[src/rtl/gpu_pkg.sv]
package gpu_pkg;

	typedef logic [4:0] reg_idx_t;
	typedef logic [31:0] word_t;

	// destination of an instruction at one pipeline point
	typedef struct packed
	{
		logic has_writeback;
		reg_idx_t reg_idx;
		logic is_vector;
	} wb_tag_t;

	typedef enum logic [5:0]
	{
		ALU_OR = 6'd0,
		ALU_AND = 6'd1,
		ALU_XOR = 6'd2,
		ALU_ADD = 6'd3,
		ALU_SUB = 6'd4,
		ALU_SHL = 6'd5,
		ALU_SHR = 6'd6,     // logical
		ALU_MOVE = 6'd7,    // copy of operand 2
		ALU_CMP_EQ = 6'd8,
		ALU_CMP_NE = 6'd9,
		ALU_CMP_LT = 6'd10, // signed
		ALU_CMP_GT = 6'd11  // signed
	} alu_op_e;

	typedef enum logic [1:0]
	{
		OP2_SCALAR = 2'd0,
		OP2_VECTOR = 2'd1,
		OP2_IMM = 2'd2
	} op2_src_e;

	typedef enum logic [2:0]
	{
		MASK_S1 = 3'd0,
		MASK_NOT_S1 = 3'd1,
		MASK_S1_ALT = 3'd2,
		MASK_NOT_S1_ALT = 3'd3,
		MASK_ALL = 3'd4
	} mask_src_e;

	// reads as the pc of the instruction
	localparam reg_idx_t PC_REG = 5'd31;

	// instruction[31:30]
	localparam logic [1:0] MEM_CLASS = 2'b10;

	// instruction[28:25], each kind spans KIND_SPAN codes from its first one
	localparam logic [3:0] KIND_BLOCK = 4'd6;
	localparam logic [3:0] KIND_STRIDED = 4'd9;
	localparam logic [3:0] KIND_GATHER = 4'd12;
	localparam logic [3:0] KIND_SPAN = 4'd3;

	// instruction[31:28]
	localparam logic [3:0] BRANCH_CLASS = 4'b1111;

	// instruction[27:26]
	localparam logic [1:0] BR_ALL = 2'd0;
	localparam logic [1:0] BR_ZERO = 2'd1;
	localparam logic [1:0] BR_NOT_ZERO = 2'd2;
	localparam logic [1:0] BR_ALWAYS = 2'd3;

endpackage

[src/rtl/branch_unit.sv]
`timescale 1ns/1ps

module branch_unit import gpu_pkg::*;
(
	input word_t instruction_i,
	input word_t pc_i,
	input logic [15:0] cond_bits_i,
	output logic rollback_request_o,
	output word_t rollback_address_o
);

	logic is_branch;
	logic taken;
	word_t offset;

	assign is_branch = instruction_i[31:28] == BRANCH_CLASS;
	assign offset = {{11{instruction_i[25]}}, instruction_i[25:5]};

	always_comb
	begin
		case (instruction_i[27:26])
			BR_ALL:
				taken = cond_bits_i == 16'hffff;
			BR_ZERO:
				taken = cond_bits_i == 16'h0000;
			BR_NOT_ZERO:
				taken = cond_bits_i != 16'h0000;
			BR_ALWAYS:
				taken = 1'b1;
			default:
				taken = 1'b0;
		endcase
	end

	assign rollback_request_o = is_branch && taken;
	assign rollback_address_o = is_branch ? pc_i + offset : '0;

endmodule

[config.mk]
export PLATFORM = sky130hd
export DESIGN_NAME = branch_unit
export DESIGN_NICKNAME = d
export VERILOG_FILES = /design/src/rtl/gpu_pkg.sv /design/src/rtl/branch_unit.sv
export SDC_FILE = /design/constraint.sdc
export NUM_CORES = 1
export LEC_CHECK = 0
export ABC_AREA = 0
export CORE_ASPECT_RATIO = 2
export CORE_MARGIN = 8
export CORE_UTILIZATION = 45
export DETAILED_ROUTE_END_ITERATION = 8
export DONT_BUFFER_PORTS = 1
export PLACE_DENSITY = 0.61
export SLEW_MARGIN = 20
export SYNTH_ARGS = -nofsm -noshare
export SYNTH_HDL_FRONTEND = slang
export SYNTH_SLANG_ARGS = --single-unit
[constraint.sdc]
create_clock -name vclk -period 2.8
set_input_delay 0.28 -clock vclk [all_inputs]
set_output_delay 0.28 -clock vclk [all_outputs]
set_load 0.005 [all_outputs]
Word-level counts from Yosys, hierarchy flattened

Cells that the tools add are included.

Bits in registers: 0
Input bits: 80

Add/sub/neg operators: 1
Equality and inequality tests: 5
Muxes and demuxes: 2
Reductions and logical operators: 4

Operator list:

| cell                   | number |
|---|---|
| $add A32 B32 Y32       | 1 |
| $mux W32               | 1 |
| $eq A16 B16 Y1 const B | 1 |
| $logic_not A16 Y1      | 1 |
| $reduce_bool A16 Y1    | 1 |
| $eq A2 B2 Y1 const B   | 2 |
| $eq A4 B4 Y1 const B   | 1 |
| $pmux W1 S4            | 1 |
| $eq A2 B1 Y1 const B   | 1 |
| $logic_not A2 Y1       | 1 |
| $logic_and A1 B1 Y1    | 1 |

Logic depth before layout (Yosys ltp)

Word-level depth: 3
Mapped depth: 10
Gate-level depth less buffers: 10

Worst setup path before layout

OpenSTA, ideal clock, no wires.

Path type: input-to-output
From: input instruction_i[5]
To: output rollback_address_o[26]
Arrival time: 2.059 ns
Setup slack: 0.461 ns
Stages: 10
Cell sequence: ha_1 > inv_1 > fa_1 > nor2b_4 > o31ai_2 > a211oi_4 > o21a_4 > a31oi_4 > o21ai_2 > mux2i_1

Longest elaborated chain between the ends: 2

RTL lines:

| item             | RTL line          | source |
|---|---|---|
| from (decl)      | branch_unit.sv:5  | `input word_t instruction_i,` |
| $add A32 B32 Y32 | branch_unit.sv:36 | `assign rollback_address_o = is_branch ? pc_i + offset : '0;` |
| $mux W32         | branch_unit.sv:36 |  |
| to (decl)        | branch_unit.sv:9  | `output word_t rollback_address_o` |

Every way passes these cells.

Worst setup path in the final report

From: input instruction_i[5]
To: output rollback_address_o[28]

Same word-level chain as after synthesis.

==> results.py <==
metrics = {
    "floorplan": {
        "core_um2": 5090,
        "num_rows": 37,
        "ios": 113,
        "die_w_um": 66.9,
        "die_h_um": 118,
        "dieArea_um2": 7890,
        "start_util": 0.458,
    },
    "grt": {
        "grt_max_degree": 20,
        "grt_overflow": 0,
        "antenna_found_initial": 0,
        "grt_pass1_vias": 2564,
        "grt_pass1_wl_mm": 11.6,
        "track_usage": 0.176,
    },
    "synthesis": {
        "syn-num-nets": 450,
        "syn_area_um2": 2330,
        "netlist.area_leader.share": 0.166,
        "syn_avg_cell_area_um2": 6.91,
        "yosysUniqueCellTypes": 67,
        "synth.largest_area_cell": "ha_1",
        "synthCells": 338,
        "synthTopCellsByArea": "ha_1 (17%), nor2_1 (5.3%), a21oi_1 (5.1%), nor3_1 (4.7%), nand2_1 (4.5%)",
        "yosys_warnings": 0,
        "synth_seq_area_share": 0,
    },
    "cells_and_area": {
        "ff_latch_area_um2": 0,
        "n_sequential_cell": 0,
        "syn2layout_area_growth_pct": 0.107,
        "nNetsFinal": 440,
        "diodes": 0,
        "mostFrequentLayoutCells": "nor2_1 (33), ha_1 (31), nand2_1 (28), a21oi_1 (24), nor3_1 (22)",
        "final_common_cell": "nor2_1",
        "drive_gt1_frac": 0.0951,
        "clock_buffers": 0,
        "final_core_util": 0.459,
    },
    "routing": {
        "dr.first_iter.drc_count": 111,
        "drtAntennaViolNets": 0,
        "vias_per_cell": 6.51,
        "remaining_drc_errors": 0,
        "drt_wl_total_mm": 7.38,
        "vias": 2500,
        "avgRoutedWirePerCell_um": 19.2,
        "dr.pass1.iters": 4,
    },
    "power": {
        "vdd_drop_max_mv": 0.107,
        "leakage_nw": 0.919,
        "power_density_nw_per_um2": 209,
    },
    "timing": {
        "max_freq_ghz": 0.387,
        "finalSetupViolCount": 0,
        "period_minus_slack_ps": 2580,
        "setup_ws_ps": 216,
        "tightestPinTransition_ps": 442,
        "max_slew_margin": 0.702,
        "rsz0062_at_grt": "no",
        "slew_violations": 0,
        "setup_tns_ps": 0,
        "timing.final.hold_violations": 0,
        "period_share": 0.923,
    },
    "min_path": {
        "worstHoldPathType": "in -> out",
        "holdCritStartpoint": "cond_bits_i[5]",
        "hold-path-endpoint": "rollback_request_o",
        "hold_depth": 2,
    },
    "run_status": {
        "outcome": "finished clean",
    },
    "place": {
        "place_worst_setup_slack_ps": 240,
        "io_buffers": 0,
        "dp.final_hpwl_mm": 6.43,
        "place_congestion": 0.893,
    },
    "worst_setup_path": {
        "cp-start-kind": "input port",
        "cp_cell_sequence": "ha_1, inv_1, fa_1, nor2b_4, o31ai_2, a211oi_4, nor4_1, o21ai_1, buf_4, mux2i_1, o311ai_1",
        "max_stage_delay_ps": 410,
        "end_kind": "output pin",
        "arrival_ps": 2300,
        "crit_type": "in -> out",
        "required_ps": 2520,
        "critPathSlowestCell": "fa_1",
        "worstPathMaxFanout": 5,
    },
    "clocking": {
        "cts-resized-gates": 0,
        "hold_buffers": 0,
        "post_cts_buffers": 0,
    },
    "flow_run": {
        "cap_viol_max_count": 0,
    },
}
## power by group
part	leakage (nW)	internal [W]	switching [W]
clock network	0	0	0
registers	0	0	0
logic	0.919	0.000200	0.000288
## layer usage
layer | track usage | part of all wire | vias to the layer above
met5 | 0 | 0 | -
met4 | 0.0264 | 0.0057 | 0
met3 | 0.0153 | 0.047 | 2
met2 | 0.366 | 0.60 | 64
met1 | 0.169 | 0.35 | 1172
li1 | - | - | 1262
## cells by family after synthesis
group,share of synthesized area
AOI/OAI and AO/OA,0.335
xor gates and xnor gates,0.0525
adders and majority gates,0.175
buffers and inverters,0.0525
muxes,0.0171
and+or+nand+nor,0.368
## synthesized netlist by cell type, types with 7 or more instances
cell     number
nor2_1       33
nand4_1      12
ha_1         31
o21ai_1       7
nor2b_1       7
nor4_1        7
o21ai_0      16
nand2_1      28
xnor2_1       8
o21a_1        9
a21o_1       12
a21oi_1      24
nand3_1      16
nor3_1       22
## layout make-up
type	count	area, µm²
well taps	58	72.6
inverters	6	22.5
fillers	554	2760
repair buffers	4	30.0
multi-input cells	316	2210
## critical path: cells and delay by family
family,cells,cell delay (ps)
AND/OR/NAND/NOR,2,280
multiplexers,1,180
buffers and inverters,2,220
adder cells (fa/ha/maj),2,560
AO/OA/AOI/OAI,4,790
## metrics by stage
stage	std cells	hold slack, ps	instance area (µm²)	total power (W)
finish	384	697	2340	0.000488
global route	384	718	2340	0.000541
CTS	384	698	2340	0.000488
detailed placement	384	697	2340	0.000486
global placement	384	700	2340	0.000480
floorplan	338	674	2330	0.000407
## how the worst max path moves through the flow
stage | end | start | slack (ps) | cells past startpoint
after CTS | rollback_address_o[28] | instruction_i[5] | 210 | 11
after floorplan | rollback_address_o[26] | instruction_i[5] | 460 | 10
after detailed placement | rollback_address_o[28] | instruction_i[5] | 240 | 11
after global routing | rollback_address_o[28] | instruction_i[5] | 110 | 11
final | rollback_address_o[28] | instruction_i[5] | 220 | 11
after global placement | rollback_address_o[26] | instruction_i[5] | 250 | 10
No activity file was read; power rests on OpenSTA's default activity.
