### config.mk
export PLATFORM = sky130hd
export DESIGN_NAME = mem_address_gen
export DESIGN_NICKNAME = d
export VERILOG_FILES = /design/src/rtl/gpu_pkg.sv /design/src/rtl/mem_address_gen.sv
export SDC_FILE = /design/constraint.sdc
export NUM_CORES = 1
export LEC_CHECK = 0
export CORE_AREA = 3 3 246 248
export DETAILED_ROUTE_END_ITERATION = 8
export DIE_AREA = 0 0 249 251
export DONT_BUFFER_PORTS = 1
export PLACE_DENSITY_LB_ADDON = 0.1
export SYNTH_ARGS = -nofsm -noshare
export SYNTH_HDL_FRONTEND = slang
export SYNTH_SLANG_ARGS = --single-unit
export TNS_END_PERCENT = 20
### constraint.sdc
create_clock -name vclk -period 13.4
set_input_delay 3.35 -clock vclk [all_inputs]
set_output_delay 3.35 -clock vclk [all_outputs]
set_load 0.005 [all_outputs]
### src/rtl/gpu_pkg.sv
package gpu_pkg;

	typedef logic [4:0] reg_idx_t;
	typedef logic [31:0] word_t;

	// destination of an instruction at one pipeline point
	typedef struct packed
	{
		logic has_writeback;
		reg_idx_t reg_idx;
		logic is_vector;
	} wb_tag_t;

	typedef enum logic [5:0]
	{
		ALU_OR = 6'd0,
		ALU_AND = 6'd1,
		ALU_XOR = 6'd2,
		ALU_ADD = 6'd3,
		ALU_SUB = 6'd4,
		ALU_SHL = 6'd5,
		ALU_SHR = 6'd6,     // logical
		ALU_MOVE = 6'd7,    // copy of operand 2
		ALU_CMP_EQ = 6'd8,
		ALU_CMP_NE = 6'd9,
		ALU_CMP_LT = 6'd10, // signed
		ALU_CMP_GT = 6'd11  // signed
	} alu_op_e;

	typedef enum logic [1:0]
	{
		OP2_SCALAR = 2'd0,
		OP2_VECTOR = 2'd1,
		OP2_IMM = 2'd2
	} op2_src_e;

	typedef enum logic [2:0]
	{
		MASK_S1 = 3'd0,
		MASK_NOT_S1 = 3'd1,
		MASK_S1_ALT = 3'd2,
		MASK_NOT_S1_ALT = 3'd3,
		MASK_ALL = 3'd4
	} mask_src_e;

	// reads as the pc of the instruction
	localparam reg_idx_t PC_REG = 5'd31;

	// instruction[31:30]
	localparam logic [1:0] MEM_CLASS = 2'b10;

	// instruction[28:25], each kind spans KIND_SPAN codes from its first one
	localparam logic [3:0] KIND_BLOCK = 4'd6;
	localparam logic [3:0] KIND_STRIDED = 4'd9;
	localparam logic [3:0] KIND_GATHER = 4'd12;
	localparam logic [3:0] KIND_SPAN = 4'd3;

	// instruction[31:28]
	localparam logic [3:0] BRANCH_CLASS = 4'b1111;

	// instruction[27:26]
	localparam logic [1:0] BR_ALL = 2'd0;
	localparam logic [1:0] BR_ZERO = 2'd1;
	localparam logic [1:0] BR_NOT_ZERO = 2'd2;
	localparam logic [1:0] BR_ALWAYS = 2'd3;

endpackage

### src/rtl/mem_address_gen.sv
`timescale 1ns/1ps

module mem_address_gen import gpu_pkg::*;
#(
	parameter int NUM_LANES = 16,
	localparam int LANE_W = $clog2(NUM_LANES)
)
(
	input word_t instruction_i,
	input word_t [NUM_LANES-1:0] alu_result_i,
	input word_t immediate_i,
	input logic [LANE_W-1:0] lane_select_i,
	input logic [NUM_LANES-1:0] lane_mask_i,
	output word_t daddress_o,
	output logic daccess_o
);

	logic [3:0] kind;
	word_t lane_offset;

	assign kind = instruction_i[28:25];
	assign lane_offset = word_t'(lane_select_i);

	always_comb
	begin
		if (kind >= KIND_BLOCK && kind < KIND_BLOCK + KIND_SPAN)
			daddress_o = alu_result_i[0] + (lane_offset << 2);
		else if (kind >= KIND_STRIDED && kind < KIND_STRIDED + KIND_SPAN)
			daddress_o = alu_result_i[0] + lane_offset * immediate_i;
		else if (kind >= KIND_GATHER && kind < KIND_GATHER + KIND_SPAN)
			daddress_o = alu_result_i[lane_select_i]; // per-lane pointer
		else
			daddress_o = alu_result_i[0];
	end

	// masked-off lanes issue no access
	assign daccess_o = (instruction_i[31:30] == MEM_CLASS) && lane_mask_i[lane_select_i];

endmodule

Word-level counts from Yosys, hierarchy flattened --
Cells that the tools add are included.
Word-level totals: word-level logic and storage cells 22, register bits after elaboration 0, bits of input ports 596, output and inout bits 33
Operators by class: $add $sub $neg 2, equal/unequal tests 1, reduce and logical (&&, ||, !) cells 4, order comparisons 7, muxes and demuxes 7, multipliers 1
Operator list (count):
- binary-select mux 32 bit (select 4 bit) | 1
- two-way mux 32 bit | 4
- adder 32 bit | 1
- adder 32 x 6 -> 32 bit | 1
- multiplier 4 x 32 -> 32 bit | 1
- less-than comparator 4 bit (second input constant) | 3
- greater-or-equal comparator 4 bit (second input constant) | 2
- less-than comparator 4 x 5 -> 1 bit (second input constant) | 1
- binary-select mux 1 bit (select 4 bit) | 1
- greater-or-equal comparator 4 x 3 -> 1 bit (second input constant) | 1
- logical AND 1 bit | 4
- == test 2 bit (second input constant) | 1
- two-way mux 1 bit | 1

Logic depth before layout (Yosys ltp) --
Gate-level depths: netlist of run 1.
word-level depth 5, mapped depth 21, depth with buffers taken out 16

Worst setup path before layout of run 1 --
Ideal clock, no wire load.
kind in2out, start in lane_select_i[1], end out daddress_o[31], buffers on the path 5, cell stages on the path 19, arrival time 8.100 ns, path slack 1.950 ns, data required time 10.050 ns, cell sequence buf_2 -> buf_2 -> buf_2 -> buf_1 -> clkbuf_1 -> nand2_1 -> fa_1 -> fa_1 -> fa_1 -> inv_1 -> ha_1 -> a21oi_1 -> o211ai_1 -> a2111oi_4 -> o211ai_2 -> a211oi_2 -> a21oi_1 -> o32a_1 -> o211ai_1
On the way: cells in the longest elaborated chain, start to end 5, elaborated cells on any way between the ends 8, classes of those cells 2 x add/sub; 1 x mul; 5 x mux
RTL lines:
- start, declared | line mem_address_gen.sv:12 | input logic [LANE_W-1:0] lane_select_i,
- parallel branches: the longest is 4 deep, another holds multiplier 4 x 32 -> 32 bit
- two-way mux 32 bit * | line mem_address_gen.sv:26 | if (kind >= KIND_BLOCK && kind < KIND_BLOCK + KIND_SPAN)
- end, declared | line mem_address_gen.sv:14 | output word_t daddress_o,
Mark *: on every way between the ends. The select of a mux whose other input is x is not followed.

Final worst setup path of run 1 --
start in lane_select_i[1], end out daddress_o[29]
Same word-level chain as after synthesis.

==> results of run 1 <==
-- cell type report --
class,instances,area [sq um]
fillers,6527,47800
repair buffers,7,52.6
diodes,22,55.1
multi-input cells,811,9200
well taps,773,967
inverters,155,582
-- per-layer routing --
layer  routed length [microns]  vias up  track usage, %
li1                          -     3686               -
met1                     24800     4396            24.4
met2                     28500      498            30.7
met3                      5470       72            5.18
met4                       552       18           0.800
met5                       127        -               0
-- stage by stage --
step | instance area (sq um) | utilization [%] | hold WS, ns
final | 10900 | 18.5 | 6.85
after global placement | 10800 | 18.4 | 6.86
after detailed placement | 10800 | 18.4 | 6.85
after CTS | 10800 | 18.4 | 6.85
after floorplan | 10100 | - | 6.79
after global routing | 10800 | 18.4 | 6.86
-- cell usage after synthesis, types with 3 or more instances --
library cell and number:
mux2i_1 4, and2_1 115, and4_1 3, ha_1 39, inv_1 155, o21bai_1 6
o21ai_0 33, nand3_1 17, buf_1 10, nor3_1 23, a21oi_1 51, xor2_1 10
clkbuf_1 33, fa_1 87, buf_2 22, mux4_2 165, a211o_1 3, o22ai_1 12
a211oi_1 5, o21a_1 4, nand2_1 64, nand3b_1 3, nor2_1 25, xnor2_1 41
or3_1 6, nand4_1 7, a21o_1 8, o21ai_1 4, o211ai_1 18, nor2b_1 8
-- kinds of logic after synthesis --
group / after synthesis / synth area share (%)
multiplexers: 169 / 37.3
buffers and inverters: 223 / 8.74
AO/OA/AOI/OAI: 179 / 12.0
adder cells (fa/ha/maj): 126 / 22.2
AND/OR/NAND/NOR: 286 / 15.3
XOR/XNOR: 51 / 4.44
-- power breakdown --
part                total (W)    internal (W)  switching (W)
Combinational        0.000835        0.000371       0.000465
Clock          0.000000000227  0.000000000227              0
Sequential                  0               0              0
Total                0.000835        0.000371       0.000465
-- how the worst max path moves through the flow --
stage	end	cells past startpoint
final	daddress_o[29]	15
after global routing	daddress_o[20]	15
after CTS	daddress_o[29]	14
after detailed placement	daddress_o[29]	14
after global placement	daddress_o[29]	14
after floorplan	daddress_o[31]	19
==> impl_metrics.yaml, run 1 <==
outcome:
  status: "finished clean"
detailed_routing:
  route.detailed.drc: 0
  initialDrtViolationCount: 786
  wl_per_cell_microns: 33.6
  vias_per_cell: 4.90
  vias: 8670
  dr.pass1.iters: 5
  ant_nets: 0
  wl_mm: 59.5
placement:
  dp_hpwl_mm: 52.6
  post-place-ws_ns: 2.40
  portBuffers: 0
  place_congestion: 0.910
  dpl.cell_count: 1746
timing:
  rsz0062_at_grt: "no"
  setup_viol: 0
  fin_crit_ns: 11.47
  setup_slack_ns: 1.93
  worst_pin_slew_ns: 0.951
  max_freq_mhz: 87.2
  fin_tns_setup_ns: 0
  final_hold_viol_count: 0
  drv_slew: 0
  finalCritPeriodShare_pct: 85.6
  slew_headroom_pct: 36.5
critical_path:
  cpLargestDelayFamily: "compound AO/OA/AOI/OAI gates"
  critical_path_arrival_ns: 8.12
  crit_top_cell: "fa_1"
  criticalPathCategory: "in2out"
  crit_fanout: 162
  cp-end-kind: "output pin"
  worstPathRequired_ns: 10.05
  startpoint: "lane_select_i[1]"
  start_kind: "input pin"
  path_cells: "and2_1 -> fa_1 -> fa_1 -> inv_1 -> fa_1 -> inv_1 -> ha_1 -> nand3_1 -> o211ai_1 -> a2111oi_4 -> o211ai_2 -> a211oi_2 -> o21bai_1 -> xnor2_1 -> a221oi_1"
  slowest_delay_ns: 0.58
  crit_slowest_cell: "a2111oi_4"
  critPathBufInv: 2
logic_synthesis:
  syn_inst: 1034
  synth_warnings: 0
  syn_nets: 1756
  ys_seq_area_share_pct: 0
  yosysTopAreaCell: "mux4_2"
  synth_top_area_share_pct: 36.9
  synth.area.top_cells: "mux4_2 37%, fa_1 17%, and2_1 7.1%, inv_1 5.8%, ha_1 4.8%"
  avgSynthCellArea_sq_um: 9.73
  syn_area_sq_mm: 0.0101
  synth_cell_types: 68
final_layout:
  instances_no_fill: 1768
  layout-drive-gt1-share_pct: 19.5
  design.seq.count: 0
  layout_common_cells: "165 x mux4_2, 155 x inv_1, 115 x and2_1"
  final_common_cell: "mux4_2"
  area_delta_synth_final_pct: 7.83
  fin_nets: 1697
  nClkBuffers: 0
  regArea_sq_um: 0
global_routing:
  antenna_found_initial: 61
  track_usage_pct: 18.2
  grt_max_degree: 166
  gr-total-overflow: 0
  grt_pass1_wl_mm: 80.1
  grt_pass1_vias: 9182
worst_hold_path:
  hold_start: "instruction_i[31]"
  hp-class: "in2out"
  holdPathEnd: "daccess_o"
  min_path_cells: 1
floorplan:
  core_area_sq_mm: 0.0587
  fp.dieW_microns: 249
  die_area_sq_mm: 0.0625
  row_count: 89
  die_h_microns: 251
  io-pin-count: 629
  initial_core_util_pct: 17.1
pwr:
  power.leakage_nw: 3.99
  peakVddDrop_uv: 24.6
  cellPowerDensity_mw_per_mm2: 77.0
  finalPower_w: 0.000835
clock_tree:
  cts_setup_buffers: 0
  holdBufCountCts: 0
  cts_resized: 0
flow_run:
  cap_violations: 0
Power figures use the tool's default switching activity.
==> run 2, diff against run 1 <==
- MAX_ROUTING_LAYER: unset -> met4
==> impl_metrics.yaml, run 2 (same netlist as run 1, synthesis figures left out) <==
timing:
  rsz0062_at_grt: "no"
  fin_tns_setup_ns: 0
  slew_headroom_pct: 40.2
  setup_viol: 0
  worst_pin_slew_ns: 0.896
  max_freq_mhz: 90.8
  fin_crit_ns: 11.01
  drv_slew: 0
  finalCritPeriodShare_pct: 82.2
  final_hold_viol_count: 0
pwr:
  cellPowerDensity_mw_per_mm2: 77.7
  power.leakage_nw: 3.99
  peakVddDrop_uv: 29.1
  finalPower_w: 0.000842
critical_path:
  endpoint: "daddress_o[29]"
  worstPathRequired_ns: 10.05
  crit_fanout: 162
  startpoint: "lane_select_i[1]"
  cp-end-kind: "output pin"
  critical_path_arrival_ns: 7.66
  criticalPathCategory: "in2out"
  start_kind: "input pin"
floorplan:
  die_area_sq_mm: 0.0625
  die_h_microns: 251
  core_area_sq_mm: 0.0587
  row_count: 89
  initial_core_util_pct: 17.1
  fp.dieW_microns: 249
  io-pin-count: 629
global_routing:
  gr-total-overflow: 0
  antenna_found_initial: 55
  track_usage_pct: 18.9
  grt_util_met3_pct: 5.02
  grt_pass1_wl_mm: 80.7
  grt_pass1_vias: 9369
  grt_max_degree: 166
  grt_use_met1_pct: 24.2
  busiest_layer: "met2"
  use_met2_pct: 31.4
final_layout:
  fillers: 6539
  area_delta_synth_final_pct: 7.76
  nClkBuffers: 0
  multi_input_area_sq_mm: 0.00920
  layout_common_cells: "165 x mux4_2, 155 x inv_1, 115 x and2_1"
  fin_nets: 1697
  layout-drive-gt1-share_pct: 19.5
  final_common_cell: "mux4_2"
  design.seq.count: 0
  regArea_sq_um: 0
clock_tree:
  cts_resized: 0
  holdBufCountCts: 0
  cts_setup_buffers: 0
placement:
  place_congestion: 0.927
  portBuffers: 0
  dp_hpwl_mm: 53.0
detailed_routing:
  dr.pass1.iters: 5
  route.detailed.drc: 0
  wl_mm: 60.1
  initialDrtViolationCount: 754
  vias: 8738
  wl_per_cell_microns: 34.1
  ant_nets: 0
  vias_per_cell: 4.95
outcome:
  status: "finished clean"
flow_run:
  cap_violations: 0
worst_hold_path:
  hp-class: "in2out"
run 2: changes by cell type in the layout (fill, tap and decap cells not counted), sizes merged:
cell	delta
diode	-3
run 2: cell type report:
class                      instances  area share [%]
multi-input combinational        811            84.8
timing repair buffer               7           0.485
inverter                         155            5.37
tap                              773            8.92
antenna                           19           0.438
run 2: stage by stage:
step / hold slack (ns) / area (sq um) / std cells / worst slack [ns] / utilization, %
floorplan: 6.79 / 10100 / 1034 / 1.95 / -
global placement: 6.86 / 10800 / 1746 / 2.37 / 18.4
detailed placement: 6.85 / 10800 / 1746 / 2.41 / 18.4
CTS: 6.85 / 10800 / 1746 / 2.37 / 18.4
global route: 6.86 / 10800 / 1763 / 2.18 / 18.5
finish: 6.85 / 10800 / 1765 / 2.39 / 18.5
run 2: critical path: stages:
cell and delay (ns):
nand2_1 0.06, fa_1 0.56, fa_1 0.46, fa_1 0.50
inv_1 0.04, ha_1 0.32, a21oi_1 0.30, o211ai_1 0.21
a2111oi_4 0.56, o211ai_2 0.21, a211oi_2 0.29, o21bai_1 0.10
xnor2_1 0.15, a221oi_1 0.51
run 2: power breakdown:
group	internal (W)	switching, W	total (W)	leakage, nW
clock	0.000000000191	0	0.000000000191	0.000120
sequential	0	0	0	0
combinational	0.000370	0.000472	0.000842	3.99
total	0.000370	0.000472	0.000842	3.99
run 2: worst min path at each step:
| stage | start | to | slack [ns] | cells past startpoint |
|---|---|---|---|---|
| finish | instruction_i[31] | daccess_o | 6.85 | 1 |
| global route | instruction_i[31] | daccess_o | 6.86 | 1 |
| CTS | instruction_i[31] | daccess_o | 6.85 | 1 |
| detailed placement | instruction_i[31] | daccess_o | 6.85 | 1 |
| global placement | instruction_i[31] | daccess_o | 6.86 | 1 |
| floorplan | alu_result_i[15] | daddress_o[15] | 6.79 | 1 |
run 2: layer usage:
metal,up-vias,wire length (microns)
li1,3685,-
met1,4564,25500
met2,427,29100
met3,62,4790
met4,0,755
met5,-,0
==> run 3, diff against run 2 <==
- ABC_AREA: unset -> 1
- CORE_AREA: 3 3 246 248 -> 3 3 241 243
- DIE_AREA: 0 0 249 251 -> 0 0 244 246
- clock period: 13.4 -> 11.3 ns (I/O delays scaled with it)
==> impl_metrics.yaml, run 3 <==
final_layout:
  area_delta_synth_final_pct: 1.74
  fin_nets: 2890
  regArea_sq_um: 0
  fillers: 6738
  nClkBuffers: 0
  layout_common_cells: "577 x nand2_1, 373 x inv_1, 326 x nor2_1"
  instances_no_fill: 2936
  layout-drive-gt1-share_pct: 1.48
  design.seq.count: 0
  final_common_cell: "nand2_1"
logic_synthesis:
  ys_seq_area_share_pct: 0
  synth_cell_types: 46
  syn_inst: 2296
  synth_top_area_share_pct: 17.7
  synth_warnings: 0
  syn_area_sq_mm: 0.0122
  avgSynthCellArea_sq_um: 5.32
  synthTopCellsByCount: "577 x nand2_1, 374 x inv_1, 326 x nor2_1"
  synth.area.top_cells: "nand2_1 18%, fa_1 14%, inv_1 11%, nor2_1 10%, nand3_1 8.7%"
  syn_nets: 3018
  yosysTopAreaCell: "nand2_1"
  synth.most_common_cell: "nand2_1"
critical_path:
  cp-end-kind: "output pin"
  critical_path_arrival_ns: 6.59
  endpoint: "daddress_o[14]"
  path_depth: 17
  crit_fanout: 188
  crit_slowest_cell: "fa_1"
  path_cells: "nand2_1 -> inv_1 -> fa_1 -> fa_1 -> inv_1 -> fa_1 -> inv_1 -> ha_1 -> a21oi_1 -> nand2_1 -> a21oi_1 -> nand2_1 -> xor2_1 -> nand2_1 -> nand2_1 -> nand2_1 -> o21ai_0"
  start_kind: "input pin"
  worstPathRequired_ns: 8.48
  criticalPathCategory: "in2out"
  critPathBufInv: 3
  startpoint: "lane_select_i[1]"
  slowest_delay_ns: 0.50
  cpLargestDelayFamily: "adder cells"
  crit_top_cell: "nand2_1"
clock_tree:
  holdBufCountCts: 0
  cts_setup_buffers: 0
  cts_resized: 0
detailed_routing:
  wl_per_cell_microns: 25.9
  vias: 14782
  wl_mm: 76.0
  routed-wl-met2_mm: 36.4
  vias_per_cell: 5.03
  ant_nets: 0
  route.detailed.drc: 0
  wl_met1_mm: 32.5
  top_layer: "met4"
  wl_met3_mm: 6.30
  initialDrtViolationCount: 1122
  dr.pass1.iters: 5
placement:
  dp_hpwl_mm: 62.9
  dpl.cell_count: 2922
  place_congestion: 0.958
  portBuffers: 0
  post-place-ws_ns: 1.90
timing:
  rsz0062_at_grt: "no"
  fin_tns_setup_ns: 0
  worst_pin_slew_ns: 0.927
  finalCritPeriodShare_pct: 83.4
  slew_headroom_pct: 38.2
  drv_slew: 0
  fin_crit_ns: 9.42
  final_hold_viol_count: 0
  hold_slack_ns: 5.69
  max_freq_mhz: 106
  setup_slack_ns: 1.88
  setup_viol: 0
floorplan:
  core_area_sq_mm: 0.0562
  io-pin-count: 629
  die_area_sq_mm: 0.0600
  initial_core_util_pct: 21.8
  fp.dieW_microns: 244
  die_h_microns: 246
  row_count: 87
pwr:
  cellPowerDensity_mw_per_mm2: 86.2
  finalPower_w: 0.00107
  peakVddDrop_uv: 29.3
  power.leakage_nw: 6.33
global_routing:
  grt_pass1_vias: 14726
  track_usage_pct: 24.8
  grt_pass1_wl_mm: 107
  grt_max_degree: 296
  antenna_found_initial: 16
  gr-total-overflow: 0
worst_hold_path:
  hp-class: "in2out"
outcome:
  status: "finished clean"
flow_run:
  cap_violations: 0
-- run 3: cell types whose count changed in the layout (fill, tap and decap cells not counted), moves of 9 or more --
cell      before  now
a21oi_1       51   89
and2_1       115    2
inv_1        155  373
mux4_2       165    0
nand2_1       64  577
nand3_1       17  212
nor2_1        24  326
o211ai_1      18   96
o21ai_0       33  190
o21ai_1        4   35
o221ai_1       2   29
o22ai_1       12    3
xnor2_1       41    3
xor2_1        10   20
-- run 3: layout make-up --
| cell class | instances | area (sq um) | share of cell area (%) |
|---|---|---|---|
| repair buffers | 9 | 67.6 | 0.544 |
| diodes | 14 | 35.0 | 0.282 |
| multi-input cells | 1777 | 9950 | 80.0 |
| inverters | 380 | 1440 | 11.6 |
| well taps | 756 | 946 | 7.61 |
-- run 3: cell families (layout without fill, tap and decap cells) --
logic type | Yosys count | in the layout | share of synthesized area [%]
AND/OR/NAND/NOR | 1167 | 1167 | 39.2
buffers and inverters | 519 | 389 | 18.6
AO/OA/AOI/OAI | 461 | 461 | 22.3
adder cells (fa/ha/maj) | 126 | 126 | 18.2
XOR/XNOR | 23 | 23 | 1.65
other | 0 | 14 | 0
-- run 3: worst min path at each step --
| stage | startpoint | endpoint | slack (ns) | cells after the start |
|---|---|---|---|---|
| floorplan | instruction_i[30] | daccess_o | 5.68 | 1 |
| global placement | instruction_i[30] | daccess_o | 5.69 | 1 |
| detailed placement | instruction_i[30] | daccess_o | 5.69 | 1 |
| CTS | instruction_i[30] | daccess_o | 5.69 | 1 |
| global route | instruction_i[30] | daccess_o | 5.69 | 1 |
| finish | instruction_i[30] | daccess_o | 5.69 | 1 |
-- run 3: per-stage QoR --
stage | utilization, % | area [sq um]
3_3_place_gp | 22.1 | 12400
4_1_cts | 22.1 | 12400
2_1_floorplan | - | 12200
6_report | 22.1 | 12400
3_5_place_dp | 22.1 | 12400
5_1_grt | 22.1 | 12400
-- run 3: power breakdown --
part	switching [W]	internal, W
clock network	0	0.000000000167
registers	0	0
logic	0.000725	0.000346
total	0.000725	0.000346
-- run 3: per-layer routing --
layer	track usage [%]	vias up
li1	-	7087
met1	30.9	7097
met2	42.2	560
met3	6.08	38
met4	1.99	0
met5	-	-
